--- src/verilog/cart_pkg.sv ---
package cart_pkg;

	// Download stream widths
	localparam int addr_w = 25;
	localparam int data_w = 16;
	localparam int img_size_w = 64;

	// Index value reserved for cheat files
	localparam logic [7:0] code_index = 8'hFF;

	// Word addresses of the serial number in the cartridge header
	localparam logic [addr_w-1:0] hdr_serial_first = 25'h182;
	localparam logic [addr_w-1:0] hdr_serial_mid [3] = '{25'h184, 25'h186, 25'h188};
	localparam logic [addr_w-1:0] hdr_serial_last = 25'h18A;

	// Backup RAM image size in sectors
	localparam int bk_sectors = 128;
	localparam int sd_lba_w = 32;

	typedef struct packed {
		logic sram;
		logic eeprom;
		logic fifo;
		logic noram;
		logic pier;
		logic ttn2;
	} quirk_t;

	// Eight ASCII characters with the first one in the top byte
	typedef logic [63:0] serial_t;

	typedef enum logic [2:0] {
		q_sram,
		q_eeprom,
		q_fifo,
		q_noram,
		q_pier,
		q_ttn2
	} quirk_sel_t;

	typedef struct packed {
		serial_t    serial;
		quirk_sel_t sel;
	} serial_entry_t;

	////////////////////////////////////////////////////////////////////////////
	// Known cartridges needing special handling
	////////////////////////////////////////////////////////////////////////////
	localparam serial_entry_t serial_table [19] = '{
		'{"T-081276", q_sram},
		'{"T-81406 ", q_sram},
		'{"T-081586", q_sram},
		'{"T-81576 ", q_sram},
		'{"T-81476 ", q_sram},
		'{"MK-1215 ", q_eeprom},
		'{"G-4060  ", q_eeprom},
		'{"00001211", q_eeprom},
		'{"MK-1228 ", q_eeprom},
		'{"G-5538  ", q_eeprom},
		'{"00004076", q_eeprom},
		'{"T-12046 ", q_eeprom},
		'{"T-12053 ", q_eeprom},
		'{"G-4524  ", q_eeprom},
		'{"T-113016", q_noram},
		'{"T-89016 ", q_fifo},
		'{"T-574023", q_pier},
		'{"T-574013", q_pier},
		'{"TITAN002", q_ttn2}
	};

	// Cheat record with fields in big endian order as they arrive
	typedef struct packed {
		logic [31:0] flags;
		logic [31:0] address;
		logic [31:0] compare;
		logic [31:0] replace;
	} gg_code_t;

	function automatic logic is_code_download(input logic [7:0] index);
		return index == code_index;
	endfunction

endpackage

--- src/verilog/backup_sequencer.sv ---
`timescale 1ns/1ps

module backup_sequencer (
	input  logic                              clk_sys,
	input  logic                              rst_n,
	input  logic                              dl_active,
	input  logic                              cart_active,
	input  logic                              img_mounted,
	input  logic                              img_readonly,
	input  logic [cart_pkg::img_size_w-1:0]   img_size,
	input  logic                              bk_load,
	input  logic                              bk_save,
	input  logic                              autosave,
	input  logic                              osd_status,
	input  logic                              bram_change,
	input  logic                              sd_ack,
	output logic [cart_pkg::sd_lba_w-1:0]     sd_lba,
	output logic                              sd_rd,
	output logic                              sd_wr,
	output logic                              bk_busy,
	output logic                              bk_loading,
	output logic                              bk_ena,
	output logic                              sav_pending
);
	import cart_pkg::*;

	typedef enum logic {
		st_idle,
		st_busy
	} bk_state_t;

	bk_state_t state;
	logic      cart_dl;
	logic      cart_dl_q;
	logic      load_q;
	logic      save_q;
	logic      ack_q;
	logic      save_req;
	logic      start;
	logic      start_load;
	logic      sector_done;
	logic      last_sector;

	assign cart_dl  = dl_active & cart_active;
	assign save_req = bk_save | (sav_pending & osd_status & autosave);

	// Manual load, manual or auto save, or reload after a fresh cartridge
	assign start_load = (~load_q & bk_load) | (cart_dl_q & ~cart_dl & (|img_size));
	assign start      = (state == st_idle) & bk_ena & (start_load | (~save_q & save_req));

	assign sector_done = ack_q & ~sd_ack;
	assign last_sector = sd_lba == sd_lba_w'(bk_sectors - 1);
	assign bk_busy     = state == st_busy;

	always_ff @(posedge clk_sys) begin
		if (!rst_n) begin
			state       <= st_idle;
			cart_dl_q   <= 1'b0;
			load_q      <= 1'b0;
			save_q      <= 1'b0;
			ack_q       <= 1'b0;
			sd_rd       <= 1'b0;
			sd_wr       <= 1'b0;
			bk_loading  <= 1'b0;
			bk_ena      <= 1'b0;
			sav_pending <= 1'b0;
		end else begin
			cart_dl_q <= cart_dl;
			load_q    <= bk_load;
			save_q    <= save_req;
			ack_q     <= sd_ack;

			// Save image gets mounted before the download finishes
			if (~cart_dl_q & cart_dl) begin
				bk_ena <= 1'b0;
			end
			if (cart_dl & img_mounted & ~img_readonly) begin
				bk_ena <= 1'b1;
			end

			if (bram_change & ~osd_status) begin
				sav_pending <= 1'b1;
			end else if (bk_busy) begin
				sav_pending <= 1'b0;
			end

			// Device has taken the request
			if (~ack_q & sd_ack) begin
				sd_rd <= 1'b0;
				sd_wr <= 1'b0;
			end

			case (state)
				st_idle: begin
					if (start) begin
						state      <= st_busy;
						bk_loading <= start_load;
						sd_rd      <= start_load;
						sd_wr      <= ~start_load;
					end
				end
				st_busy: begin
					if (sector_done) begin
						if (last_sector) begin
							state      <= st_idle;
							bk_loading <= 1'b0;
						end else begin
							sd_rd <= bk_loading;
							sd_wr <= ~bk_loading;
						end
					end
				end
				default: state <= st_idle;
			endcase
		end
	end

	// Sector address walks up by one per finished sector
	always_ff @(posedge clk_sys) begin
		if (start) begin
			sd_lba <= '0;
		end else if (bk_busy && sector_done && !last_sector) begin
			sd_lba <= sd_lba + 1'd1;
		end
	end

endmodule

--- config.mk ---
export PLATFORM = sky130hd
export DESIGN_NAME = backup_sequencer
export DESIGN_NICKNAME = d
export VERILOG_FILES = /design/src/verilog/cart_pkg.sv /design/src/verilog/backup_sequencer.sv
export SDC_FILE = /design/constraint.sdc
export NUM_CORES = 1
export LEC_CHECK = 0
export BUFFER_PORTS_ARGS = -buffer_cell sky130_fd_sc_hd__buf_4
export CAP_MARGIN = 15
export CORE_MARGIN = 8
export CORE_UTILIZATION = 30
export CTS_CLUSTER_SIZE = 30
export DETAILED_ROUTE_END_ITERATION = 7
export SLEW_MARGIN = 10
export SYNTH_ARGS = -nofsm -noshare
export SYNTH_HDL_FRONTEND = slang
export SYNTH_SLANG_ARGS = --single-unit
--- constraint.sdc ---
create_clock -name clk_sys -period 2.2 [get_ports clk_sys]
set_clock_uncertainty 0.15 [all_clocks]
set_input_delay 0.44 -clock clk_sys [delete_from_list [all_inputs] [get_ports clk_sys]]
set_output_delay 0.44 -clock clk_sys [all_outputs]
set_load 0.1 [all_outputs]
==> impl_metrics.csv <==
group,metric,value,unit
status,status,"finished clean",
floorplan,chipHeight,102,um
yosys,synth-edff-count,0,
cts,path_clk_slew,80,ps
cts,root_buffer,"clkbuf_8",
yosys,async_flop_share,0,%
pwr,ir_worst_vdd,0.271,mV
routing,drt_iter0_drc,84,
routing,ant_nets,0,
critical_path,critPathCaptureType,"flip-flop",
critical_path,critical_path_arrival,2080,ps
cts,cts.sinks,42,
job,maxCapViolCount,0,
cts,clk_path_buf_depth,2,
timing,hold_slack,212,ps
yosys,synth_commonest_cells,"nor2_1, dfxtp_1, nand2_1, nor4_1, xnor2_1",
routing,vias,2283,
routing,wl,7.07,mm
yosys,syn_area_per_cell,8.49,um^2
finish,num-fill-cells,730,
critical_path,critPathLaunch,"img_size[46]",
finish,diodes,0,
timing,finalHoldViolations,0,
finish,multiInputGateArea,1270,um^2
yosys,synth_top_area_share,38.1,%
yosys,synthCells,260,
grt,overflow,0,
place,gp_congestion,0.834,
timing,grt_setup_unrepaired,"false",
finish,finish.utilization,47.1,%
floorplan,start_util,30.8,%
timing,setup_violations,0,
pwr,power.density,507,nW/um^2
floorplan,rows,31,
timing,setup_slack,191,ps
yosys,ys_types,46,
timing,relSlewSlack,69.9,%
critical_path,startpoint_type,"input pin",
yosys,ys_seq_area_share,38.1,%
floorplan,dieArea,10400,um^2
place,pre_cts_ws,-148,ps
critical_path,cp-endpoint,"sd_lba[27]",
yosys,ys_ff_latch,42,
critical_path,rr_worst_depth,6,
timing,min_period,2010,ps
cts,insertion_delay,290,ps
critical_path,path_max_fanout,16,
grt,antenna_found_initial,0,
finish,regArea,882,um^2
routing,dr.pass1.iters,4,
grt,grt_max_degree,17,
yosys,yosysWarnings,0,
cts,post-cts-setup-buffers,0,
timing,worst_pin_slew,450,ps
timing,maxSlewViolCount,0,
grt,grt_pass1_vias,2294,
critical_path,cp.required,2270,ps
finish,nets,459,
cts,cts_hold_buffers,0,
floorplan,core,7180,um^2
floorplan,die_x,102,um
floorplan,ioPinCount,114,
yosys,synth_most_common_cell,"nor2_1",
worst_hold_path,min_from,"bk_load",
routing,drc_errors,0,
yosys,ys.flop_type,"dfxtp_1",
grt,grt_pass1_wl,11.4,mm
yosys,syn_nets,337,
routing,wire_per_inst,14.7,um
timing,fin_crit_sh,91.3,%
timing,fmax,498,MHz
critical_path,reg2reg_from,"sd_lba[0]",
place,dp_hpwl,5.83,mm
grt,grt_usage,13.7,%
pwr,power_leakage,1.45,nW
critical_path,crit_type,"input pin to flip-flop",
cts,cts_tree,"yes",
worst_hold_path,hold_class,"input pin to flip-flop",
critical_path,rrSetupSlack,230,ps
cts,htree_levels,2,
finish,syn2layout_area_growth,53.0,%
yosys,synth.largest_area_cell,"dfxtp_1",
place,place.port_buffers,113,
yosys,netlist_area,2210,um^2
routing,routed_via_density,4.75,
cts,post_cts_resized,0,
cts,cts_buffers,5,
finish,layout-drive-gt1-share,46.3,%
critical_path,r2r_end,"sd_lba[3]",
yosys,synthTopCellsByArea,"dfxtp_1, nor2_1, xnor2_1, nor4_1, xor2_1",
## registers in the layout, indices dropped and copies added, names as in the netlist
register     count
ack_q            1
bk_busy          1
bk_ena           1
bk_loading       1
cart_dl_q        1
load_q           1
sav_pending      1
save_q           1
sd_lba          32
sd_rd            1
sd_wr            1
## through the flow
step                      area (um^2)  power, W  cells  TNS (ps)
final                            3380   0.00171    481         0
after global routing             3380   0.00180    481         0
after CTS                        3380   0.00174    481         0
after detailed placement         3270   0.00111    474     -3900
after global placement           3270   0.00111    474     -2560
after floorplan                  2250  0.000968    260     -28.6
## critical path: stages
cell     delay, ps
buf_4          110
nor4_1         290
nand4_1        150
nor4_1         330
o22ai_1        200
o21a_2         280
buf_12         160
nor2_1         110
## cell type report
type	instances	area share, %
repair buffers	122	28.2
inverters	9	1.00
multi-input cells	202	37.7
flip-flops and latches	42	26.1
clock inverters	1	0.889
well taps	99	3.67
clock buffers	6	2.44
## cell usage in the layout, fill, tap and decap left out, drive strengths merged, types with 2 or more instances in the layout
cell type | netlist | final
buf | 6 | 122
nor2 | 44 | 44
dfxtp | 42 | 42
nand2 | 23 | 23
nor4 | 22 | 22
xnor2 | 17 | 17
nand3 | 16 | 16
xor2 | 14 | 14
nand4 | 13 | 13
nor3 | 11 | 11
inv | 9 | 9
clkbuf | 1 | 6
and3 | 5 | 5
and4 | 4 | 4
nor2b | 3 | 3
o21ai | 3 | 3
a31oi | 3 | 3
a21oi | 2 | 2
nand4b | 2 | 2
and2 | 2 | 2
o21a | 2 | 2
## logic make-up after synthesis
| kind of cell | Yosys count | share of synthesized area [%] |
|---|---|---|
| DFF | 42 | 38.1 |
| xor gates and xnor gates | 31 | 12.3 |
| muxes | 1 | 0.453 |
| AOI/OAI and AO/OA | 20 | 7.03 |
| adders and majority gates | 1 | 0.566 |
| buffers and inverters | 16 | 4.31 |
| and+or+nand+nor | 149 | 37.3 |
## how the worst min path moves through the flow
| stage | end | depth (start not counted) |
|---|---|---|
| 2_1_floorplan | bk_ena | 2 |
| 3_3_place_gp | sd_lba[1] | 2 |
| 3_5_place_dp | sd_lba[1] | 2 |
| 4_1_cts | load_q | 2 |
| 5_1_grt | load_q | 2 |
| 6_report | load_q | 2 |
## metal layers
layer  up-vias  track usage [%]  wire, um
met5         -                0         0
met4         0             3.89        70
met3         8             4.05       460
met2        54             23.6      3550
met1      1045             16.0      3000
li1       1176                -         -
## power breakdown
group,internal [W],switching (W),total [W],leakage (nW)
registers,0.000778,0.0000202,0.000798,0.357
logic,0.000133,0.000164,0.000296,1.03
clock network,0.000363,0.000256,0.000620,0.0573
total,0.00127,0.000440,0.00171,1.45
Note: power is estimated with default switching activity, not from simulation.
