--- src/verilog/cart_pkg.sv ---
package cart_pkg;

	// Download stream widths
	localparam int addr_w = 25;
	localparam int data_w = 16;
	localparam int img_size_w = 64;

	// Index value reserved for cheat files
	localparam logic [7:0] code_index = 8'hFF;

	// Word addresses of the serial number in the cartridge header
	localparam logic [addr_w-1:0] hdr_serial_first = 25'h182;
	localparam logic [addr_w-1:0] hdr_serial_mid [3] = '{25'h184, 25'h186, 25'h188};
	localparam logic [addr_w-1:0] hdr_serial_last = 25'h18A;

	// Backup RAM image size in sectors
	localparam int bk_sectors = 128;
	localparam int sd_lba_w = 32;

	typedef struct packed {
		logic sram;
		logic eeprom;
		logic fifo;
		logic noram;
		logic pier;
		logic ttn2;
	} quirk_t;

	// Eight ASCII characters with the first one in the top byte
	typedef logic [63:0] serial_t;

	typedef enum logic [2:0] {
		q_sram,
		q_eeprom,
		q_fifo,
		q_noram,
		q_pier,
		q_ttn2
	} quirk_sel_t;

	typedef struct packed {
		serial_t    serial;
		quirk_sel_t sel;
	} serial_entry_t;

	////////////////////////////////////////////////////////////////////////////
	// Known cartridges needing special handling
	////////////////////////////////////////////////////////////////////////////
	localparam serial_entry_t serial_table [19] = '{
		'{"T-081276", q_sram},
		'{"T-81406 ", q_sram},
		'{"T-081586", q_sram},
		'{"T-81576 ", q_sram},
		'{"T-81476 ", q_sram},
		'{"MK-1215 ", q_eeprom},
		'{"G-4060  ", q_eeprom},
		'{"00001211", q_eeprom},
		'{"MK-1228 ", q_eeprom},
		'{"G-5538  ", q_eeprom},
		'{"00004076", q_eeprom},
		'{"T-12046 ", q_eeprom},
		'{"T-12053 ", q_eeprom},
		'{"G-4524  ", q_eeprom},
		'{"T-113016", q_noram},
		'{"T-89016 ", q_fifo},
		'{"T-574023", q_pier},
		'{"T-574013", q_pier},
		'{"TITAN002", q_ttn2}
	};

	// Cheat record with fields in big endian order as they arrive
	typedef struct packed {
		logic [31:0] flags;
		logic [31:0] address;
		logic [31:0] compare;
		logic [31:0] replace;
	} gg_code_t;

	function automatic logic is_code_download(input logic [7:0] index);
		return index == code_index;
	endfunction

endpackage

--- src/verilog/download_if.sv ---
`timescale 1ns/1ps

interface download_if;
	import cart_pkg::*;

	logic              active;
	logic [7:0]        index;
	logic              wr;
	logic [addr_w-1:0] addr;
	logic [data_w-1:0] data;

	modport src (
		output active,
		output index,
		output wr,
		output addr,
		output data
	);

	modport sink (
		input active,
		input index,
		input wr,
		input addr,
		input data
	);

endinterface

--- src/verilog/cheat_loader.sv ---
`timescale 1ns/1ps

module cheat_loader (
	input  logic               clk_sys,
	input  logic               rst_n,
	download_if.sink           dl,
	output cart_pkg::gg_code_t gg_code,
	output logic               gg_valid,
	output logic               gg_reset
);
	import cart_pkg::*;

	logic code_wr;

	assign code_wr = dl.active & is_code_download(dl.index) & dl.wr;

	// First word of a new file flushes the cheat list
	assign gg_reset = code_wr && (dl.addr == '0);

	// Byte offset within the 16 byte record picks the half word
	always_ff @(posedge clk_sys) begin
		if (code_wr) begin
			case (dl.addr[3:0])
				4'd0:    gg_code.flags[15:0]    <= dl.data;
				4'd2:    gg_code.flags[31:16]   <= dl.data;
				4'd4:    gg_code.address[15:0]  <= dl.data;
				4'd6:    gg_code.address[31:16] <= dl.data;
				4'd8:    gg_code.compare[15:0]  <= dl.data;
				4'd10:   gg_code.compare[31:16] <= dl.data;
				4'd12:   gg_code.replace[15:0]  <= dl.data;
				4'd14:   gg_code.replace[31:16] <= dl.data;
				default: gg_code                <= gg_code;
			endcase
		end
	end

	// Record complete once the top replace word lands
	always_ff @(posedge clk_sys) begin
		if (!rst_n) begin
			gg_valid <= 1'b0;
		end else begin
			gg_valid <= code_wr && (dl.addr[3:0] == 4'd14);
		end
	end

endmodule

--- src/flat_wrapper.sv ---
// flat-port wrapper written by rule: the top's interface ports become plain ports
module cheat_loader_flat import cart_pkg::*;
  (clk_sys, rst_n, gg_code, gg_valid, gg_reset, dl_active, dl_index, dl_wr, dl_addr, dl_data);
  download_if dl_i ();
  input  logic clk_sys;
  input  logic rst_n;
  output cart_pkg::gg_code_t gg_code;
  output logic gg_valid;
  output logic gg_reset;
  input wire logic [$bits(dl_i.active)-1:0] dl_active;
  input wire logic [$bits(dl_i.index)-1:0] dl_index;
  input wire logic [$bits(dl_i.wr)-1:0] dl_wr;
  input wire logic [$bits(dl_i.addr)-1:0] dl_addr;
  input wire logic [$bits(dl_i.data)-1:0] dl_data;
  assign dl_i.active = dl_active;
  assign dl_i.index = dl_index;
  assign dl_i.wr = dl_wr;
  assign dl_i.addr = dl_addr;
  assign dl_i.data = dl_data;
  cheat_loader u_core (.clk_sys(clk_sys), .rst_n(rst_n), .dl(dl_i), .gg_code(gg_code), .gg_valid(gg_valid), .gg_reset(gg_reset));
endmodule
--- config.mk ---
export PLATFORM = sky130hd
export DESIGN_NAME = cheat_loader_flat
export DESIGN_NICKNAME = d
export VERILOG_FILES = /design/src/verilog/cart_pkg.sv /design/src/verilog/download_if.sv /design/src/verilog/cheat_loader.sv /design/src/flat_wrapper.sv
export SDC_FILE = /design/constraint.sdc
export NUM_CORES = 1
export LEC_CHECK = 0
export BUFFER_PORTS_ARGS = -buffer_cell sky130_fd_sc_hd__buf_4
export CELL_PAD_IN_SITES_DETAIL_PLACEMENT = 0
export CELL_PAD_IN_SITES_GLOBAL_PLACEMENT = 2
export CORE_MARGIN = 8
export CORE_UTILIZATION = 35
export CTS_CLUSTER_DIAMETER = 40
export CTS_CLUSTER_SIZE = 20
export DETAILED_ROUTE_END_ITERATION = 10
export HOLD_SLACK_MARGIN = 0.03
export PLACE_DENSITY = 0.95
export SLEW_MARGIN = 30
export SYNTH_ARGS = -nofsm -noshare
export SYNTH_HDL_FRONTEND = slang
export SYNTH_SLANG_ARGS = --single-unit
--- constraint.sdc ---
create_clock -name clk_sys -period 3.4 [get_ports clk_sys]
set_input_delay 0.34 -clock clk_sys [delete_from_list [all_inputs] [get_ports clk_sys]]
set_output_delay 0.34 -clock clk_sys [all_outputs]
set_load 0.02 [all_outputs]
==> out/summary.txt, run 1 <==
Slew HR: 39.4%
Synth area leader: edfxtp_1
Crit-path cells: buf_4 > and4b_2 > nand4_1 > nor2_2
Vias in the first global route: 2553
Largest cells by area after synthesis: edfxtp_1 (95%), nor2_1 (0.84%), nor4_1 (0.62%)
Final setup viols: 0
CTS tree: yes
CTS Buffer Depth: 2
Most frequent cells in the layout: buf_4 (186), edfxtp_1 (128), clkbuf_16 (17)
Fmax: 507 MHz
Crit. path cell count: 4
H-tree depth: 4
Required @ worst endpoint: 3420 ps
DP HPWL: 7770 µm
CP endpoint: u_core.gg_code[91]
Post-synthesis sequential area ratio: 95.5%
Final TNS setup: 0 ps
# IOs: 183
Pin count of the biggest net entering global routing: 17
Hold Buf Count CTS: 0
Fillers: 891
Nets@finish: 416
Max Cap Violations: 0
CP startpoint kind: input port
Slew Viols, Final: 0
Net count after synthesis: 211
Worst vdd ir: 297 µV
Power Dens Cells: 579 mW/mm²
Routed WL: 10900 µm
Die width: 123 µm
Vias per cell: 4.49
Yosys warnings: 0
Critical Path AT: 1990 ps
Commonest non-fill, non-tap cell in the layout: buf_4
Number of buffers added on ports: 182
Starting density of the core: 35.6%
Multi-input logic area: 211 µm²
Critical path fanouts, max: 16
Core Area: 0.0114 mm²
Gp weighted congestion: 0.760
Share of layout cells above drive strength 1: 60.1%
Detailed-route via count: 2331
Fin crit share: 58.1%
CP top delay family: simple AND/OR/NAND/NOR gates
Seq cells post-synth: 129
Area Overhead vs Synth: 54.5%
Wire length per cell: 21.0 µm
Worst setup path start: dl_addr[0]
Seq. cell area: 0.00386 mm²
Hold WS: 172 ps
Leakage: 2.39 nW
Crit-path max cell delay: 850 ps
Number of CTS-inserted buffers: 17
First-pass GRT wire length: 15500 µm
# resized after CTS: 0
Post-CTS setup buffers: 0
Number of antenna violations at the first check in global routing: 0
Final hold violation count: 0
DRC viols: 0
All-Layer GR Usage: 14.2%
Post-synth top area share: 95.0%
Row count: 39
Antenna diode count: 0
Starting DRT DRC Count: 172
CP Class: input port to flop
RSZ-0062 raised after global routing: no
Measured slew at the worst slew-check pin: 908 ps
Worst min path class: input port to flop
Min Clock Period, post-route: 1970 ps
Post-synthesis cell type count: 16
CP endpoint kind: flop
Post-synthesis cell area: 0.00404 mm²
WP buf/inv: 1
Reg clk slew, reported paths: 60 ps
Drt first pass iters: 4
Antenna-violating nets left: 0
Num Clock Sinks: 129
Die H: 123 µm
Slowest cell on the critical path: nor2_2
Grt ovf: 0
Die area: 0.0152 mm²
Status: completed
Mapped Cells: 158
Post-Syn Area per Cell: 25.6 µm²
Root Buffer: clkbuf_16
worst min path at each step:
stage	start	endpoint	slack, ps	depth (start not counted)
after global routing	dl_data[0]	u_core.gg_code[112]	160	1
after detailed placement	dl_data[4]	u_core.gg_code[36]	580	1
after floorplan	dl_data[0]	u_core.gg_code[0]	440	0
final	dl_data[6]	u_core.gg_code[102]	170	1
after CTS	dl_data[6]	u_core.gg_code[102]	160	1
after global placement	dl_data[7]	u_core.gg_code[103]	570	1
logic make-up (layout without fill, tap and decap cells):
kind of cell,Yosys count,count (layout),share of synthesized area (%)
buffers and inverters,1,219,0.0927
DFF,129,129,95.5
and+or+nand+nor,28,28,4.36
per-layer routing:
metal	up-vias	GRT usage [%]	routed length [µm]
met2	126	23.8	5470
met3	4	6.35	1180
li1	1057	-	-
met5	-	0	0
met1	1144	16.2	4190
met4	0	4.06	43
through the flow:
step           area, µm²  utilization (%)  worst slack, ps  power [W]  std cells
2_1_floorplan       4040                -             1450    0.00179        158
3_3_place_gp        5640             49.6             1120    0.00185        487
3_5_place_dp        5640             49.6             1050    0.00186        487
4_1_cts             6230             54.8             1460    0.00364        519
5_1_grt             6250             54.9             1280    0.00371        519
6_report            6250             54.9             1430    0.00361        519
report_power, final:
group          internal, W  switching (W)  total (W)  leakage [nW]
Combinational    0.0000418      0.0000338  0.0000756         0.954
Clock              0.00115       0.000641    0.00179         0.279
Sequential         0.00175   0.0000000499    0.00175          1.16
Total              0.00294       0.000675    0.00361          2.39
Yosys cell counts:
library cell,n
nor2_1,9
and3b_1,1
or2_2,1
nor4_2,1
nand4_4,1
and3_1,1
dfxtp_1,1
and4_1,1
nand2_1,2
and4b_2,1
nor4_1,4
inv_1,1
nand4_1,2
edfxtp_1,128
nand2b_1,2
nor3_1,2
registers in the layout (all words and copies together) (netlist names):
| name | flops |
|---|---|
| u_core.gg_code | 128 |
| u_core.gg_valid | 1 |
cell type report:
class,count,area share [%]
inverter,1,0.0601
sequential,129,61.8
clock inverter,14,2.62
timing repair buffer,186,22.4
tap,143,2.86
multi-input combinational,28,3.38
clock buffer,18,6.87
(Power assumes the default switching activity.)
==> run 2, diff against run 1 <==
--- a/config.mk
+++ b/config.mk
@@ -5,16 +5,17 @@
 export SDC_FILE = /design/constraint.sdc
 export NUM_CORES = 1
 export LEC_CHECK = 0
+export ABC_AREA = 1
 export BUFFER_PORTS_ARGS = -buffer_cell sky130_fd_sc_hd__buf_4
 export CELL_PAD_IN_SITES_DETAIL_PLACEMENT = 0
 export CELL_PAD_IN_SITES_GLOBAL_PLACEMENT = 2
 export CORE_MARGIN = 8
-export CORE_UTILIZATION = 35
+export CORE_UTILIZATION = 32
 export CTS_CLUSTER_DIAMETER = 40
 export CTS_CLUSTER_SIZE = 20
 export DETAILED_ROUTE_END_ITERATION = 10
 export HOLD_SLACK_MARGIN = 0.03
-export PLACE_DENSITY = 0.95
+export PLACE_DENSITY = 0.9
 export SLEW_MARGIN = 30
 export SYNTH_ARGS = -nofsm -noshare
 export SYNTH_HDL_FRONTEND = slang
==> constraint.sdc (replaced) <==
create_clock -name clk_sys -period 1.95 [get_ports clk_sys]
set_input_delay 0.195 -clock clk_sys [delete_from_list [all_inputs] [get_ports clk_sys]]
set_output_delay 0.195 -clock clk_sys [all_outputs]
set_load 0.02 [all_outputs]
==> run 2 against run 1 <==
  * Combinational power increased by 120%
  * First-iteration DRC count decreased by 5.8%
  * Critical path depth is 3 lower
  * Cell area up 5.6%
  * Cell count is 17% higher
  * Sequential power grew 74%
  * Clock power rose by 78%
  * Utilization decreased by 2.7 points
  * Power grew 77%
  * Hold slack got worse by 130 ps
  * Largest power group unchanged
==> out/summary.txt, run 2 <==
Hold worst-path end: u_core.gg_code[19] (was u_core.gg_code[102])
RSZ-0062 raised after global routing: no (unchanged)
Starting DRT DRC Count: 162 (was 172)
Post-Synth XOR/XNOR Area: 0% (unchanged)
Fillers: 1082 (was 891)
Nets@finish: 477 (was 416)
Antenna-violating nets left: 0 (unchanged)
Final hold violation count: 0 (unchanged)
Number of antenna violations at the first check in global routing: 0 (unchanged)
Post-synthesis cell type count: 10 (was 16)
Max Cap Violations: 0 (unchanged)
Drt first pass iters: 4 (unchanged)
Post-synth top area share: 92.8% (was 95.0%)
CTS tree: yes (unchanged)
Ys flop type: edfxtp_1 (unchanged)
Worst min path class: input port to flop (unchanged)
CP startpoint kind: flop (was input port)
EDFF count, synth: 128 (unchanged)
Post-synthesis mux area share: 0% (unchanged)
Post-CTS setup buffers: 0 (unchanged)
Yosys warnings: 0 (unchanged)
# IOs: 183 (unchanged)
WP buf/inv: 1 (unchanged)
Commonest non-fill, non-tap cell in the layout: buf_4 (unchanged)
Compound-Gate Fraction of Synth Area: 0% (unchanged)
Die width: 130 µm (was 123 µm)
Seq. cell area: 0.00386 mm² (unchanged)
Gp weighted congestion: 0.717 (was 0.760)
Crit-path cells: buf_4 (was buf_4 > and4b_2 > nand4_1 > nor2_2)
Critical path fanouts, max: 1 (was 16)
Status: completed (unchanged)
Core Util, Final: 52.3% (was 54.9%)
Min Clock Period, post-route: 1190 ps
Slowest cell on the critical path: edfxtp_1 (was nor2_2)
Adder-cell share of the synthesized area: 0% (unchanged)
Number of CTS-inserted buffers: 17 (unchanged)
Ys async rst share: 0% (unchanged)
Fin crit share: 60.8%
DP HPWL: 8670 µm (was 7770 µm)
Power Dens Cells: 969 mW/mm² (was 579 mW/mm²)
Mapped Cells: 195 (was 158)
Top reg by flops: u_core.gg_code (unchanged)
Largest family of logic cells by synthesized area: simple AND/OR/NAND/NOR gates (unchanged)
Wire length per cell: 19.0 µm (was 21.0 µm)
Hold Path Depth: 1 (unchanged)
Leakage: 2.62 nW (was 2.39 nW)
Crit-path max cell delay: 410 ps (was 850 ps)
Final TNS setup: 0 ps (unchanged)
Row count: 41 (was 39)
Required @ worst endpoint: 1750 ps (was 3420 ps)
First-pass GRT wire length: 16700 µm (was 15500 µm)
Multi-input logic area: 229 µm² (was 211 µm²)
Antenna diode count: 0 (unchanged)
Seq cells post-synth: 129 (unchanged)
Net count after synthesis: 248 (was 211)
Total power: 0.00639 W (was 0.00361 W)
Synth Area in Simple Gates: 5.05% (was 4.36%)
Post-synthesis sequential area ratio: 93.3% (was 95.5%)
Grt ovf: 0 (unchanged)
Most common cell in the netlist: edfxtp_1 (unchanged)
Synth area leader: edfxtp_1 (unchanged)
Critical Path AT: 990 ps (was 1990 ps)
Die H: 130 µm (was 123 µm)
Num Clock Sinks: 129 (unchanged)
Final setup viols: 0 (unchanged)
Worst vdd ir: 502 µV (was 297 µV)
CTS Buffer Depth: 2 (unchanged)
CP Class: flop to output port (was input port to flop)
All-Layer GR Usage: 13.7% (was 14.2%)
Post-Syn Area per Cell: 21.2 µm² (was 25.6 µm²)
Top post-synthesis cells by count: edfxtp_1 (128), nor2_1 (20), nand2_1 (19), inv_1 (18), nand3_1 (3) (was edfxtp_1 (128), nor2_1 (9), nor4_1 (4))
Number of buffers added on ports: 182 (unchanged)
Top Registers: u_core.gg_code: 128 flops, u_core.gg_valid: 1 flops (unchanged)
DRC viols: 0 (unchanged)
Largest cells by area after synthesis: edfxtp_1 (93%), nor2_1 (1.8%), nand2_1 (1.7%) (was edfxtp_1 (95%), nor2_1 (0.84%), nor4_1 (0.62%))
Die area: 0.0168 mm² (was 0.0152 mm²)
H-tree depth: 4 (unchanged)
Detailed-route via count: 2575 (was 2331)
CP top delay family: flip-flops (was simple AND/OR/NAND/NOR gates)
Core Area: 0.0126 mm² (was 0.0114 mm²)
Root Buffer: clkbuf_16 (unchanged)
CP endpoint kind: output port (was flop)
Reg clk slew, reported paths: 60 ps (about the same)
Slew Viols, Final: 0 (unchanged)
Share of layout cells above drive strength 1: 54.9% (was 60.1%)
Starting density of the core: 32.8% (was 35.6%)
Post-synthesis cell area: 0.00414 mm² (was 0.00404 mm²)
Vias per cell: 4.23 (was 4.49)
Measured slew at the worst slew-check pin: 251 ps (was 908 ps)
Hold path startpoint: dl_data[3] (was dl_data[6])
Max FFs per register: 128 (unchanged)
Pin count of the biggest net entering global routing: 17 (unchanged)
Fmax: 843 MHz
Vias in the first global route: 2826 (was 2553)
Routed WL: 11600 µm (was 10900 µm)
Area Overhead vs Synth: 59.3% (was 54.5%)
Slew HR: 83.2% (was 39.4%)
Most frequent cells in the layout: buf_4 (197), edfxtp_1 (128), nand2_1 (19) (was buf_4 (186), edfxtp_1 (128), clkbuf_16 (17))
[run 2: repair_timing]
| action | CTS | global route |
|---|---|---|
| endpoints found under the setup margin | 0 | 0 |
| gates resized for setup | 0 | 0 |
| hold buffers | 13 | 0 |
| hold endpoints to repair | 93 | 0 |
[run 2: layout make-up]
cell class                      instances  share of cell area [%]
Clock inverter                         15                    2.81
Sequential cell                       129                    58.6
Multi-Input combinational cell         48                    3.47
Timing Repair Buffer                  210                    24.4
Clock buffer                           17                    6.45
Tap cell                              172                    3.26
Inverter                               18                    1.02
[run 2: worst max-delay path by stage]
stage	start	endpoint	slack, ps	depth (start not counted)
final	u_core.gg_code[15]	gg_code[15]	760	1
after global routing	dl_addr[0]	gg_reset	650	7
after CTS	u_core.gg_code[15]	gg_code[15]	730	1
after detailed placement	dl_index[5]	u_core.gg_code[124]	470	6
after global placement	dl_index[5]	u_core.gg_code[122]	520	6
after floorplan	dl_index[5]	u_core.gg_code[0]	310	4
[run 2: layer usage]
metal	track usage, %	routed length [µm]	vias to the layer above
li1	-	-	1183
met1	14.5	4410	1261
met2	23.8	5910	121
met3	5.51	1150	10
met4	5.60	130	0
met5	0	0	-
[run 2: report_power, final]
part | internal [W] | switching (W) | total [W]
combinational | 0.0000931 | 0.0000711 | 0.000164
clock | 0.00202 | 0.00116 | 0.00318
sequential | 0.00305 | 0.0000000868 | 0.00305
total | 0.00516 | 0.00123 | 0.00639
[run 2: logic make-up after synthesis]
kind of cell	count (synthesis)
flops	129
simple gates	48
buf+inv	18
[run 2: through the flow]
stage / setup slack, ps / hold WS (ps) / cell area (µm²) / cells
3_5_place_dp: 470 / 433 / 5850 / 564
3_3_place_gp: 517 / 428 / 5850 / 564
2_1_floorplan: 313 / 294 / 4140 / 195
4_1_cts: 732 / 31.0 / 6600 / 609
5_1_grt: 649 / 37.4 / 6600 / 609
6_report: 764 / 39.1 / 6600 / 609
