<file path="src/verilog/cart_pkg.sv">
package cart_pkg;

	// Download stream widths
	localparam int addr_w = 25;
	localparam int data_w = 16;
	localparam int img_size_w = 64;

	// Index value reserved for cheat files
	localparam logic [7:0] code_index = 8'hFF;

	// Word addresses of the serial number in the cartridge header
	localparam logic [addr_w-1:0] hdr_serial_first = 25'h182;
	localparam logic [addr_w-1:0] hdr_serial_mid [3] = '{25'h184, 25'h186, 25'h188};
	localparam logic [addr_w-1:0] hdr_serial_last = 25'h18A;

	// Backup RAM image size in sectors
	localparam int bk_sectors = 128;
	localparam int sd_lba_w = 32;

	typedef struct packed {
		logic sram;
		logic eeprom;
		logic fifo;
		logic noram;
		logic pier;
		logic ttn2;
	} quirk_t;

	// Eight ASCII characters with the first one in the top byte
	typedef logic [63:0] serial_t;

	typedef enum logic [2:0] {
		q_sram,
		q_eeprom,
		q_fifo,
		q_noram,
		q_pier,
		q_ttn2
	} quirk_sel_t;

	typedef struct packed {
		serial_t    serial;
		quirk_sel_t sel;
	} serial_entry_t;

	////////////////////////////////////////////////////////////////////////////
	// Known cartridges needing special handling
	////////////////////////////////////////////////////////////////////////////
	localparam serial_entry_t serial_table [19] = '{
		'{"T-081276", q_sram},
		'{"T-81406 ", q_sram},
		'{"T-081586", q_sram},
		'{"T-81576 ", q_sram},
		'{"T-81476 ", q_sram},
		'{"MK-1215 ", q_eeprom},
		'{"G-4060  ", q_eeprom},
		'{"00001211", q_eeprom},
		'{"MK-1228 ", q_eeprom},
		'{"G-5538  ", q_eeprom},
		'{"00004076", q_eeprom},
		'{"T-12046 ", q_eeprom},
		'{"T-12053 ", q_eeprom},
		'{"G-4524  ", q_eeprom},
		'{"T-113016", q_noram},
		'{"T-89016 ", q_fifo},
		'{"T-574023", q_pier},
		'{"T-574013", q_pier},
		'{"TITAN002", q_ttn2}
	};

	// Cheat record with fields in big endian order as they arrive
	typedef struct packed {
		logic [31:0] flags;
		logic [31:0] address;
		logic [31:0] compare;
		logic [31:0] replace;
	} gg_code_t;

	function automatic logic is_code_download(input logic [7:0] index);
		return index == code_index;
	endfunction

endpackage

</file>
<file path="src/verilog/download_if.sv">
`timescale 1ns/1ps

interface download_if;
	import cart_pkg::*;

	logic              active;
	logic [7:0]        index;
	logic              wr;
	logic [addr_w-1:0] addr;
	logic [data_w-1:0] data;

	modport src (
		output active,
		output index,
		output wr,
		output addr,
		output data
	);

	modport sink (
		input active,
		input index,
		input wr,
		input addr,
		input data
	);

endinterface

</file>
<file path="src/verilog/rom_loader.sv">
`timescale 1ns/1ps

module rom_loader (
	input  logic                          clk_sys,
	input  logic                          rst_n,
	download_if.sink                      dl,
	input  logic                          rom_wrack,
	output logic                          ioctl_wait,
	output logic                          rom_wr,
	output logic [cart_pkg::addr_w-1:0]   rom_wraddr,
	output logic [cart_pkg::data_w-1:0]   rom_din,
	output logic [cart_pkg::addr_w-1:0]   rom_size
);
	import cart_pkg::*;

	logic cart_dl;
	logic cart_dl_q;
	logic dl_rise;
	logic dl_fall;

	assign cart_dl = dl.active & ~is_code_download(dl.index);
	assign dl_rise = ~cart_dl_q & cart_dl;
	assign dl_fall = cart_dl_q & ~cart_dl;

	// Write request toggles once per word and the host waits until ack matches
	always_ff @(posedge clk_sys) begin
		if (!rst_n) begin
			cart_dl_q  <= 1'b0;
			rom_wr     <= 1'b0;
			ioctl_wait <= 1'b0;
		end else begin
			cart_dl_q <= cart_dl;
			if (dl_fall) begin
				ioctl_wait <= 1'b0;
			end
			if (dl_rise) begin
				rom_wr <= 1'b0;
			end else if (cart_dl) begin
				if (dl.wr) begin
					ioctl_wait <= 1'b1;
					rom_wr     <= ~rom_wr;
				end else if (ioctl_wait && (rom_wr == rom_wrack)) begin
					ioctl_wait <= 1'b0;
				end
			end
		end
	end

	// Last address seen is the image size
	always_ff @(posedge clk_sys) begin
		if (dl_fall) begin
			rom_size <= dl.addr;
		end
	end

	assign rom_wraddr = cart_dl ? dl.addr : rom_size;

	// Host words are little endian but memory wants them swapped
	assign rom_din = {dl.data[7:0], dl.data[15:8]};

endmodule

</file>
<file path="src/flat_wrapper.sv">
// flat-port wrapper written by rule: the top's interface ports become plain ports
module rom_loader_flat import cart_pkg::*;
  (clk_sys, rst_n, rom_wrack, ioctl_wait, rom_wr, rom_wraddr, rom_din, rom_size, dl_active, dl_index, dl_wr, dl_addr, dl_data);
  download_if dl_i ();
  input  logic clk_sys;
  input  logic rst_n;
  input  logic rom_wrack;
  output logic ioctl_wait;
  output logic rom_wr;
  output logic [cart_pkg::addr_w-1:0] rom_wraddr;
  output logic [cart_pkg::data_w-1:0] rom_din;
  output logic [cart_pkg::addr_w-1:0] rom_size;
  input wire logic [$bits(dl_i.active)-1:0] dl_active;
  input wire logic [$bits(dl_i.index)-1:0] dl_index;
  input wire logic [$bits(dl_i.wr)-1:0] dl_wr;
  input wire logic [$bits(dl_i.addr)-1:0] dl_addr;
  input wire logic [$bits(dl_i.data)-1:0] dl_data;
  assign dl_i.active = dl_active;
  assign dl_i.index = dl_index;
  assign dl_i.wr = dl_wr;
  assign dl_i.addr = dl_addr;
  assign dl_i.data = dl_data;
  rom_loader u_core (.clk_sys(clk_sys), .rst_n(rst_n), .dl(dl_i), .rom_wrack(rom_wrack), .ioctl_wait(ioctl_wait), .rom_wr(rom_wr), .rom_wraddr(rom_wraddr), .rom_din(rom_din), .rom_size(rom_size));
endmodule
</file>
<file path="config.mk">
export PLATFORM = sky130hd
export DESIGN_NAME = rom_loader_flat
export DESIGN_NICKNAME = d
export VERILOG_FILES = /design/src/verilog/cart_pkg.sv /design/src/verilog/download_if.sv /design/src/verilog/rom_loader.sv /design/src/flat_wrapper.sv
export SDC_FILE = /design/constraint.sdc
export NUM_CORES = 1
export LEC_CHECK = 0
export ABC_AREA = 1
export BUFFER_PORTS_ARGS = -buffer_cell sky130_fd_sc_hd__buf_2
export CAP_MARGIN = 20
export CORE_MARGIN = 8
export CORE_UTILIZATION = 30
export CTS_CLUSTER_DIAMETER = 200
export DETAILED_ROUTE_END_ITERATION = 8
export PLACE_DENSITY = 0.65
export RECOVER_POWER = 25
export SYNTH_ARGS = -nofsm -noshare
export SYNTH_HDL_FRONTEND = slang
export SYNTH_SLANG_ARGS = --single-unit
export TNS_END_PERCENT = 20
</file>
<file path="constraint.sdc">
create_clock -name clk_sys -period 2 [get_ports clk_sys]
set_clock_uncertainty 0.1 [all_clocks]
set_input_delay 0.4 -clock clk_sys [delete_from_list [all_inputs] [get_ports clk_sys]]
set_output_delay 0.4 -clock clk_sys [all_outputs]
set_load 0.05 [all_outputs]
</file>
==> results of run 1 <==
[worst max-delay path, delay by kind of cell]
family / cells / cell delay, ns
buffers and inverters: 3 / 0.51
and+or+nand+nor: 6 / 0.49
[kinds of logic after synthesis]
family          after synthesis  synth area share (%)
simple gates                 97                  28.7
flops                        28                  57.1
buf+inv                      26                  13.6
compound gates                1                 0.529
[where the power goes]
group          switching, W  internal, W  leakage, nW  total, W
clock              0.000173     0.000176       0.0288  0.000349
combinational      0.000276    0.0000928        0.649  0.000369
sequential       0.00000919     0.000657        0.254  0.000666
[state kept, by name, indices dropped and copies added, names as in the netlist]
name / count
u_core.rom_size: 25
u_core.cart_dl_q: 1
u_core.ioctl_wait: 1
u_core.rom_wr: 1
[how the worst max path moves through the flow]
stage | start | endpoint | slack, ns | cells past startpoint
final | dl_index[0] | rom_wraddr[17] | 0.08 | 9
after CTS | dl_index[0] | rom_wraddr[17] | 0.08 | 9
after floorplan | dl_index[0] | rom_wraddr[15] | 0.17 | 7
after detailed placement | dl_index[0] | rom_wraddr[17] | 0.09 | 9
after global routing | dl_index[0] | rom_wraddr[20] | -0.002 | 9
after global placement | dl_index[0] | rom_wraddr[16] | 0.1 | 9
[routing by layer]
layer | GRT usage (%) | wire, um | vias up
met5 | 0 | 0 | -
met4 | 3.88 | 48 | 0
met3 | 4.00 | 341 | 7
met2 | 18.3 | 1840 | 61
met1 | 12.1 | 1650 | 545
li1 | - | - | 621
[cells in the final DEF (no fill, tap or decap)]
master | synthesis | routed
a22oi_1 | 1 | 1
buf_12 | 0 | 3
buf_2 | 0 | 70
buf_4 | 17 | 2
clkbuf_1 | 0 | 18
clkbuf_4 | 0 | 1
clkbuf_8 | 0 | 4
dfxtp_1 | 3 | 3
edfxtp_1 | 25 | 25
inv_1 | 5 | 5
inv_8 | 0 | 1
nand2_1 | 77 | 77
nand2_2 | 11 | 11
nand2_4 | 1 | 1
nand3_1 | 3 | 3
nor2_1 | 3 | 3
nor2_2 | 2 | 2
[final cells by class]
class                      count  area (um^2)  share of cell area, %
sequential                    28          811                   43.1
timing repair buffer          94          500                   26.6
multi-input combinational     98          415                   22.1
tap                           54         67.6                   3.60
clock buffer                   4         55.1                   2.93
inverter                       6         30.0                   1.60
[repair_timing]
action                     in CTS  in global routing
gates resized for setup         0                  2
setup endpoints to repair       0                  5
buffers inserted                0                  0
[through the flow]
stage / setup TNS [ns] / area, um^2 / hold WS, ns
floorplan: 0 / 1420 / 0.399
global placement: 0 / 1840 / 0.383
detailed placement: 0 / 1840 / 0.396
CTS: 0 / 1900 / 0.200
global route: -0.00206 / 1880 / 0.194
finish: 0 / 1880 / 0.211
==> reports/qor_table.md, run 1 <==
| Item | This run |
|---|---|
| Antenna cell count | 0 |
| Shortest period the worst path allows | 1.92 ns |
| CTS sink cnt | 28 |
| Leakage power total | 0.932 nW |
| Top-area cell type share of the netlist area | 52.9% |
| Synth unique cells | 14 |
| CTS Hold Bufs | 0 |
| Post-route total power | 0.00138 W |
| Cts bufs inserted | 3 |
| Violation count after the first detailed-routing iteration | 42 |
| Global-route wire length before repair | 6310 um |
| Maximum root-to-sink buffer count | 2 |
| Flops & latches, synth | 28 |
| Maximum VDD drop | 264 uV |
| Number of synthesized flops with an enable pin | 25 |
| Antenna violations before repair | 0 |
| # port buffers | 89 |
| Number of setup violations in the final report | 0 |
| Crit Path Max Fanout | 7 |
| Via count of the first global-routing pass | 1,289 |
| Post-route DRC violation count | 0 |
| Placeable core region | 4630 um^2 |
| Total standard cell area after synthesis | 1420 um^2 |
| Data arrival time of the worst path | 1.42 ns |
| Chip Height | 84.8 um |
| Length of the first detailed-routing pass in iterations | 4 |
| Critical path, cell by cell | buf_2 -> nand2_1 -> nor2_2 -> nand2_2 -> nand2_4 -> buf_4 -> nand2_1 -> nand2_1 -> buf_2 |
| Standard-cell rows | 25 |
| Starting Density | 30.6% |
| Most area-hungry cell type in the Yosys netlist | edfxtp_1 |
| Hold Fails Final Rpt | 0 |
| Synthesized net count | 206 |
| Layout cell share with drive strength beyond 1 | 41.3% |
| Least setup slack across all paths after layout | 0.0820 ns |
| Nets | 285 |
| Outcome | complete, no violations |
| Avg Cell Area, Syn | 9.33 um^2 |
| Depth of the worst hold-timing path | 1 |
| Cell repeated most along the worst path | nand2_1 |
| Final Instance Count excl. Fillers | 284 |
| Endpoint class of the critical path | output pin |
| CTS tree | built |
| Clk slew on worst S/H paths | 0.09 ns |
| Die width | 84.8 um |
| Total of fill cells in the finished design | 500 |
| Die footprint | 7190 um^2 |
| Ports | 122 |
| Gr ovfl total | 0 |
| Data required time of the worst path | 1.50 ns |
| Cell with the largest stage delay on the worst path | buf_2 |
| DP Wirelength | 3120 um |
| Maximum level of the CTS H-tree | 1 |
| Start point of the worst hold path | dl_addr[23] |
| Remaining antenna violation count after routing | 0 |
| Min-Delay Endpoint | u_core.rom_size[23] |
| Via count | 1,234 |
| Max-capacitance violation count | 0 |
| Number of max-slew violations in the final report | 0 |
| Most repeated cell in the gate-level netlist after synthesis | nand2_1 |
| Least-Margin Pin Slew | 0.265 ns |
| Vias per cell | 4.35 |
| Min-delay worst type | input pin to flip-flop |
| Wirelength per Cell | 13.7 um |
| Terminus of the critical flop-to-flop path | u_core.rom_size[22] |
| Root buf cell | clkbuf_8 |
| Most common flop cell mapped by yosys | edfxtp_1 |
| Worst setup SP type | input pin |
| Maximum clock frequency | 521 MHz |
| Worst stage delay on the critical path | 0.25 ns |
| Depth of the worst register-to-register path | 3 |
| Commonest cells post-synth | nand2_1, edfxtp_1, buf_4 |
| R2r startpoint | u_core.cart_dl_q |
| Post-Place Cells | 280 |
| Yosys warnings | 0 |
| Crit share post-route | 95.9% |
| Gp weighted congestion | 0.718 |
| Largest net degree at the start of global routing | 26 |
| Part of the Yosys area used for sequential elements | 57.1% |
| Cell Pwr Density | 736 nW/um^2 |
| Internal reg-to-reg setup slack | 0.81 ns |
| Final WL | 3890 um |
| Syn Inst Count | 152 |
| Total track usage | 10.8% |
| Async set-or-reset flop fraction in the synthesized netlist | 0% |
| Final standard cell utilization of the core | 40.6% |
| Path type of the worst setup path | input pin to output pin |
| Post-synthesis to final-layout area growth | 32.5% |
| Synth area leaders | edfxtp_1, nand2_1, buf_4 |
| Placement-stage worst setup slack | 0.0875 ns |
| Worst slew slack as a fraction of its limit | 82.4% |
| Clock network latency to the later pin of the worst-skew pair | 0.27 ns |
(Power assumes the default switching activity.)
==> inputs of run 2 (changes only) <==
PLACE_DENSITY = 0.73   (was 0.65)
SLEW_MARGIN = 20   (was default)
==> run 2 against run 1 <==
Net effect:
- die area unchanged
- sequential cell count unchanged
- via count decreased by 0.97%
- sequential power about the same
- wire length decreased by 3.4%
- critical path type unchanged
- critical endpoint is now rom_wraddr[14]
- largest power group unchanged
- highest routed layer unchanged
==> reports/qor_table.md, run 2 (same netlist as run 1, synthesis figures left out) <==
| Item | This run |
|---|---|
| Outcome | complete, no violations |
| Gp weighted congestion | 0.702 |
| Worst setup SP type | input pin |
| Final WL | 3750 um |
| Cts bufs inserted | 3 |
| Length of the first detailed-routing pass in iterations | 4 |
| Post-CTS setup buffer count | 0 |
| Combinational share of power | 27.5% |
| Terminus of the critical flop-to-flop path | u_core.rom_size[6] |
| Worst slew slack as a fraction of its limit | 82.1% |
| Root buf cell | clkbuf_8 |
| Global-route wire length before repair | 6040 um |
| Final standard cell utilization of the core | 40.4% |
| Starting Density | 30.6% |
| Sw frac | 33.5% |
| Final Instance Count excl. Fillers | 283 |
| Max-capacitance violation count | 0 |
| Most common cell after layout, fill and taps aside | nand2_1 |
| Antenna cell count | 0 |
| Largest net degree at the start of global routing | 26 |
| Cell Pwr Density | 718 nW/um^2 |
| CTS tree | built |
| Number of flip-flops under the largest register name | 25 |
| Maximum clock frequency | 530 MHz |
| Vias per cell | 4.32 |
| Antenna violations before repair | 0 |
| Shortest period the worst path allows | 1.89 ns |
| Die width | 84.8 um |
| Wirelength per Cell | 13.3 um |
| Total of fill cells in the finished design | 483 |
| Clk slew on worst S/H paths | 0.09 ns |
| Via count | 1,222 |
| Post-route DRC violation count | 0 |
| Clock network latency to the later pin of the worst-skew pair | 0.27 ns |
| Post-Place Cells | 279 |
| Nets | 284 |
| Post-CTS resize count | 0 |
| Violation count after the first detailed-routing iteration | 25 |
| Internal power contribution | 0.000893 W |
| Maximum VDD drop | 293 uV |
| Setup Total Neg Slack | 0 ns |
| Maximum root-to-sink buffer count | 2 |
| R2r startpoint | u_core.cart_dl_q |
| Post-synthesis to final-layout area growth | 31.8% |
| DP Wirelength | 3050 um |
| Die footprint | 7190 um^2 |
| Via count of the first global-routing pass | 1,277 |
| Standard-cell rows | 25 |
| Unrepaired setup endpoints after global routing | no |
| Sequential cell fraction of total power | 49.6% |
| Chip Height | 84.8 um |
| Number of max-slew violations in the final report | 0 |
| Total track usage | 10.2% |
| CTS sink cnt | 28 |
| Min-delay worst type | input pin to flip-flop |
| CTS Hold Bufs | 0 |
| Layout cell share with drive strength beyond 1 | 40.2% |
| Post-route total power | 0.00134 W |
| Placed instance area | 1850 um^2 |
| Maximum level of the CTS H-tree | 1 |
| # port buffers | 89 |
| Internal reg-to-reg setup slack | 0.82 ns |
| Leakage power total | 0.922 nW |
| Data arrival time of the worst path | 1.39 ns |
| Endpoint class of the critical path | output pin |
| Ports | 122 |
| Largest register by flop count | u_core.rom_size |
| Clock network fraction of total power | 22.9% |
| Crit share post-route | 94.3% |
| Number of setup violations in the final report | 0 |
| Placeable core region | 4630 um^2 |
| Commonest non-fill, non-tap cells in the layout | nand2_1, buf_2, edfxtp_1 |
| Source of the critical timing path | dl_index[0] |
| Path type of the worst setup path | input pin to output pin |
| Sw Pwr | 0.000450 W |
| Gr ovfl total | 0 |
| Least-Margin Pin Slew | 0.271 ns |
| Depth of the worst register-to-register path | 3 |
| Final cell area excluding filler cells | 1870 um^2 |
| Data required time of the worst path | 1.50 ns |
| Hold Fails Final Rpt | 0 |
| Remaining antenna violation count after routing | 0 |
| Crit Path Max Fanout | 14 |
| Critical Path Sink | rom_wraddr[14] |
[run 2: area by class of cell]
class                           count  area [um^2]  share of cell area (%)
Timing Repair Buffer               93          502                    26.8
Inverter                            6         30.0                    1.61
Sequential cell                    28          811                    43.3
Clock buffer                        4         45.0                    2.41
Tap cell                           54         67.6                    3.61
Multi-Input combinational cell     98          415                    22.2
[run 2: how the worst min path moves through the flow]
stage / start / endpoint / slack [ns] / cells past startpoint
after floorplan: dl_addr[0] / u_core.rom_size[0] / 0.40 / 0
after global placement: u_core.ioctl_wait / u_core.ioctl_wait / 0.39 / 2
after detailed placement: u_core.ioctl_wait / u_core.ioctl_wait / 0.39 / 2
after CTS: dl_addr[20] / u_core.rom_size[20] / 0.21 / 1
after global routing: dl_addr[16] / u_core.rom_size[16] / 0.20 / 1
final: dl_addr[20] / u_core.rom_size[20] / 0.22 / 1
[run 2: through the flow]
stage | hold slack [ns] | worst slack, ns
floorplan | 0.399 | 0.169
global placement | 0.387 | 0.0737
detailed placement | 0.391 | 0.0681
global route | 0.204 | 0.00138
finish | 0.216 | 0.114
CTS | 0.207 | 0.0608
[run 2: routing by layer]
layer / vias up / share of wire (%) / track usage [%]
met5: - / 0 / 0
met4: 0 / 1.4 / 4.37
met3: 8 / 10 / 4.20
met2: 52 / 50 / 18.5
met1: 545 / 38 / 9.94
li1: 617 / - / -
[run 2: worst max-delay path: stages]
cell	delay, ns
buf_2	0.08
nand2_1	0.05
nor2_2	0.11
nand2_2	0.09
nand2_4	0.13
buf_12	0.15
nand2_1	0.06
nand2_1	0.06
buf_2	0.25
[run 2: power groups by stage]
stage               registers, W  logic (W)  clock network [W]
finish                  0.000666   0.000369           0.000308
global route            0.000668   0.000394           0.000338
CTS                     0.000666   0.000378           0.000324
detailed placement      0.000679   0.000378                  0
global placement        0.000678   0.000374                  0
floorplan               0.000734   0.000290                  0
==> inputs of run 3 (changes only) <==
PLACE_DENSITY = 0.75   (was 0.73)
clock period = 1.6 ns   (was 2 ns; I/O delays follow)
==> run 3 against run 2 <==
Net effect:
- the flow now finishes with violations (setup timing)
- sequential cell count stayed put
- final area is 24% higher
- die area stayed put
- via count is 4.5% higher
- first-iteration DRC count is 56% higher
- clock power is 31% higher
- final cell count is 1.8% higher
- sequential share of layout area is 8.5 points lower
- core utilization is 9.9 points higher
- critical path type unchanged
- largest cell class unchanged
- highest routed layer unchanged
==> reports/qor_table.md, run 3 (same netlist as run 1, synthesis figures left out) <==
| Item | This run |
|---|---|
| Least-Margin Pin Slew | 0.266 ns |
| Most common cell after layout, fill and taps aside | buf_2 |
| Setup Total Neg Slack | -1.53 ns |
| Count of buffering cells on the critical path with inverters included | 3 |
| Gp weighted congestion | 0.763 |
| Cell with the largest stage delay on the worst path | buf_6 |
| Commonest non-fill, non-tap cells in the layout | buf_2, nand2_1, nand2_2 |
| Final cell area excluding filler cells | 2330 um^2 |
| Maximum root-to-sink buffer count | 2 |
| Terminus of the critical flop-to-flop path | u_core.rom_size[9] |
| Endpoint class of the critical path | output pin |
| Tightest hold margin | 0.129 ns |
| Cts bufs inserted | 3 |
| Internal reg-to-reg setup slack | 0.46 ns |
| Number of setup violations in the final report | 25 |
| Placement-stage worst setup slack | -0.154 ns |
| Max-capacitance violation count | 0 |
| Worst setup SP type | input pin |
| Shortest period the worst path allows | 1.70 ns |
| Failing checks | setup timing |
| Critical path, cell by cell | buf_6 -> nand2_2 -> nor2_2 -> nand2_2 -> nand2_8 -> buf_12 -> nand2_1 -> nand2_1 -> buf_6 |
| Clock network latency to the later pin of the worst-skew pair | 0.27 ns |
| Total track usage | 11.0% |
| Data required time of the worst path | 1.18 ns |
| Worst slew slack as a fraction of its limit | 82.4% |
| Worst stage delay on the critical path | 0.17 ns |
| Vias per cell | 4.43 |
| Unrepaired setup endpoints after global routing | yes |
| Start point of the worst hold path | dl_addr[14] |
| Outcome | finished, violations left |
| Family of cells with the greatest summed delay on the critical path | simple AND/OR/NAND/NOR gates |
| CTS sink cnt | 28 |
| Post-route DRC violation count | 0 |
| Die footprint | 7190 um^2 |
| Post-synthesis to final-layout area growth | 64.1% |
| Clk slew on worst S/H paths | 0.10 ns |
| Maximum level of the CTS H-tree | 1 |
| # port buffers | 89 |
| Cell Pwr Density | 794 nW/um^2 |
| Crit share post-route | 106% |
| Ports | 122 |
| Number of max-slew violations in the final report | 0 |
| Largest register by flop count | u_core.rom_size |
| Violation count after the first detailed-routing iteration | 39 |
| DP Wirelength | 2990 um |
| Gr ovfl total | 0 |
| R2r startpoint | u_core.cart_dl_q |
| Maximum clock frequency | 590 MHz |
| Nets | 289 |
| Min-Delay Endpoint | u_core.rom_size[14] |
| Largest net degree at the start of global routing | 26 |
| CTS Hold Bufs | 0 |
| Root buf cell | clkbuf_8 |
| Placed instance area | 1860 um^2 |
| Global-route wire length before repair | 6550 um |
| Length of the first detailed-routing pass in iterations | 4 |
| Wirelength per Cell | 15.6 um |
| Chip Height | 84.8 um |
| Crit Path Max Fanout | 6 |
| Standard-cell rows | 25 |
| Leakage power total | 1.08 nW |
| Starting Density | 30.6% |
| Via count | 1,277 |
| Antenna violations before repair | 0 |
| Maximum VDD drop | 369 uV |
| Layout cell share with drive strength beyond 1 | 58.1% |
| Depth of the worst hold-timing path | 1 |
| Data arrival time of the worst path | 1.28 ns |
| Remaining antenna violation count after routing | 0 |
| Least setup slack across all paths after layout | -0.0952 ns |
| Hold Fails Final Rpt | 0 |
| Number of flip-flops under the largest register name | 25 |
| Antenna cell count | 0 |
| CTS tree | built |
| Path type of the worst setup path | input pin to output pin |
| Final WL | 4500 um |
| Depth of the worst register-to-register path | 3 |
| Min-delay worst type | input pin to flip-flop |
| Die width | 84.8 um |
| Via count of the first global-routing pass | 1,410 |
| Placeable core region | 4630 um^2 |
==> run 3: worst max-delay path by stage <==
stage          slack [ns]        endpoint  depth (start not counted)         from
4_1_cts             -0.06  rom_wraddr[23]                          9  dl_index[0]
6_report             -0.1  rom_wraddr[10]                          9  dl_index[5]
2_1_floorplan       -0.07  rom_wraddr[15]                          7  dl_index[0]
3_5_place_dp        -0.15  rom_wraddr[21]                          9  dl_index[0]
5_1_grt             -0.17  rom_wraddr[10]                          9  dl_index[5]
3_3_place_gp        -0.13   rom_wraddr[2]                          9  dl_index[0]
==> run 3: worst reg2reg max path, cell delays in order (launching register included) <==
cell and delay, ns:
dfxtp_1 0.40, nand2_2 0.10, clkinvlp_4 0.11, buf_12 0.15
==> run 3: layer usage <==
metal	part of all wire, %	wire length [um]	vias up	global-route usage, %
met2	54	2420	50	19.8
met1	39	1740	595	11.6
met5	0	0	-	0
li1	-	-	628	-
met4	0.44	20	0	3.07
met3	7.1	319	4	4.10
==> run 3: stage by stage <==
step	cells	utilization, %	total power, W
floorplan	152	-	0.00128
global placement	280	40.1	0.00132
detailed placement	280	40.1	0.00132
CTS	284	44.4	0.00179
global route	288	50.3	0.00192
finish	288	50.3	0.00185
==> run 3: what timing repair did <==
action | in CTS | in global routing
setup buffers | 0 | 2
cloned | 0 | 2
pin swaps | 11 | 27
setup endpoints to repair | 25 | 25
gates resized for setup | 50 | 64
==> run 3: layout make-up <==
| cell class | count | area [um^2] |
|---|---|---|
| inverter | 6 | 42.5 |
| timing repair buffer | 98 | 808 |
| multi-input combinational | 98 | 554 |
| clock buffer | 4 | 45.0 |
| sequential | 28 | 811 |
| tap | 54 | 67.6 |
| fill | 432 | 2300 |
==> run 3: report_power, final <==
part           switching (W)  leakage (nW)  internal, W  total (W)
clock               0.000223        0.0228     0.000179   0.000402
combinational       0.000390         0.806     0.000221   0.000610
sequential         0.0000149         0.254     0.000821   0.000836
total               0.000628          1.08      0.00122    0.00185
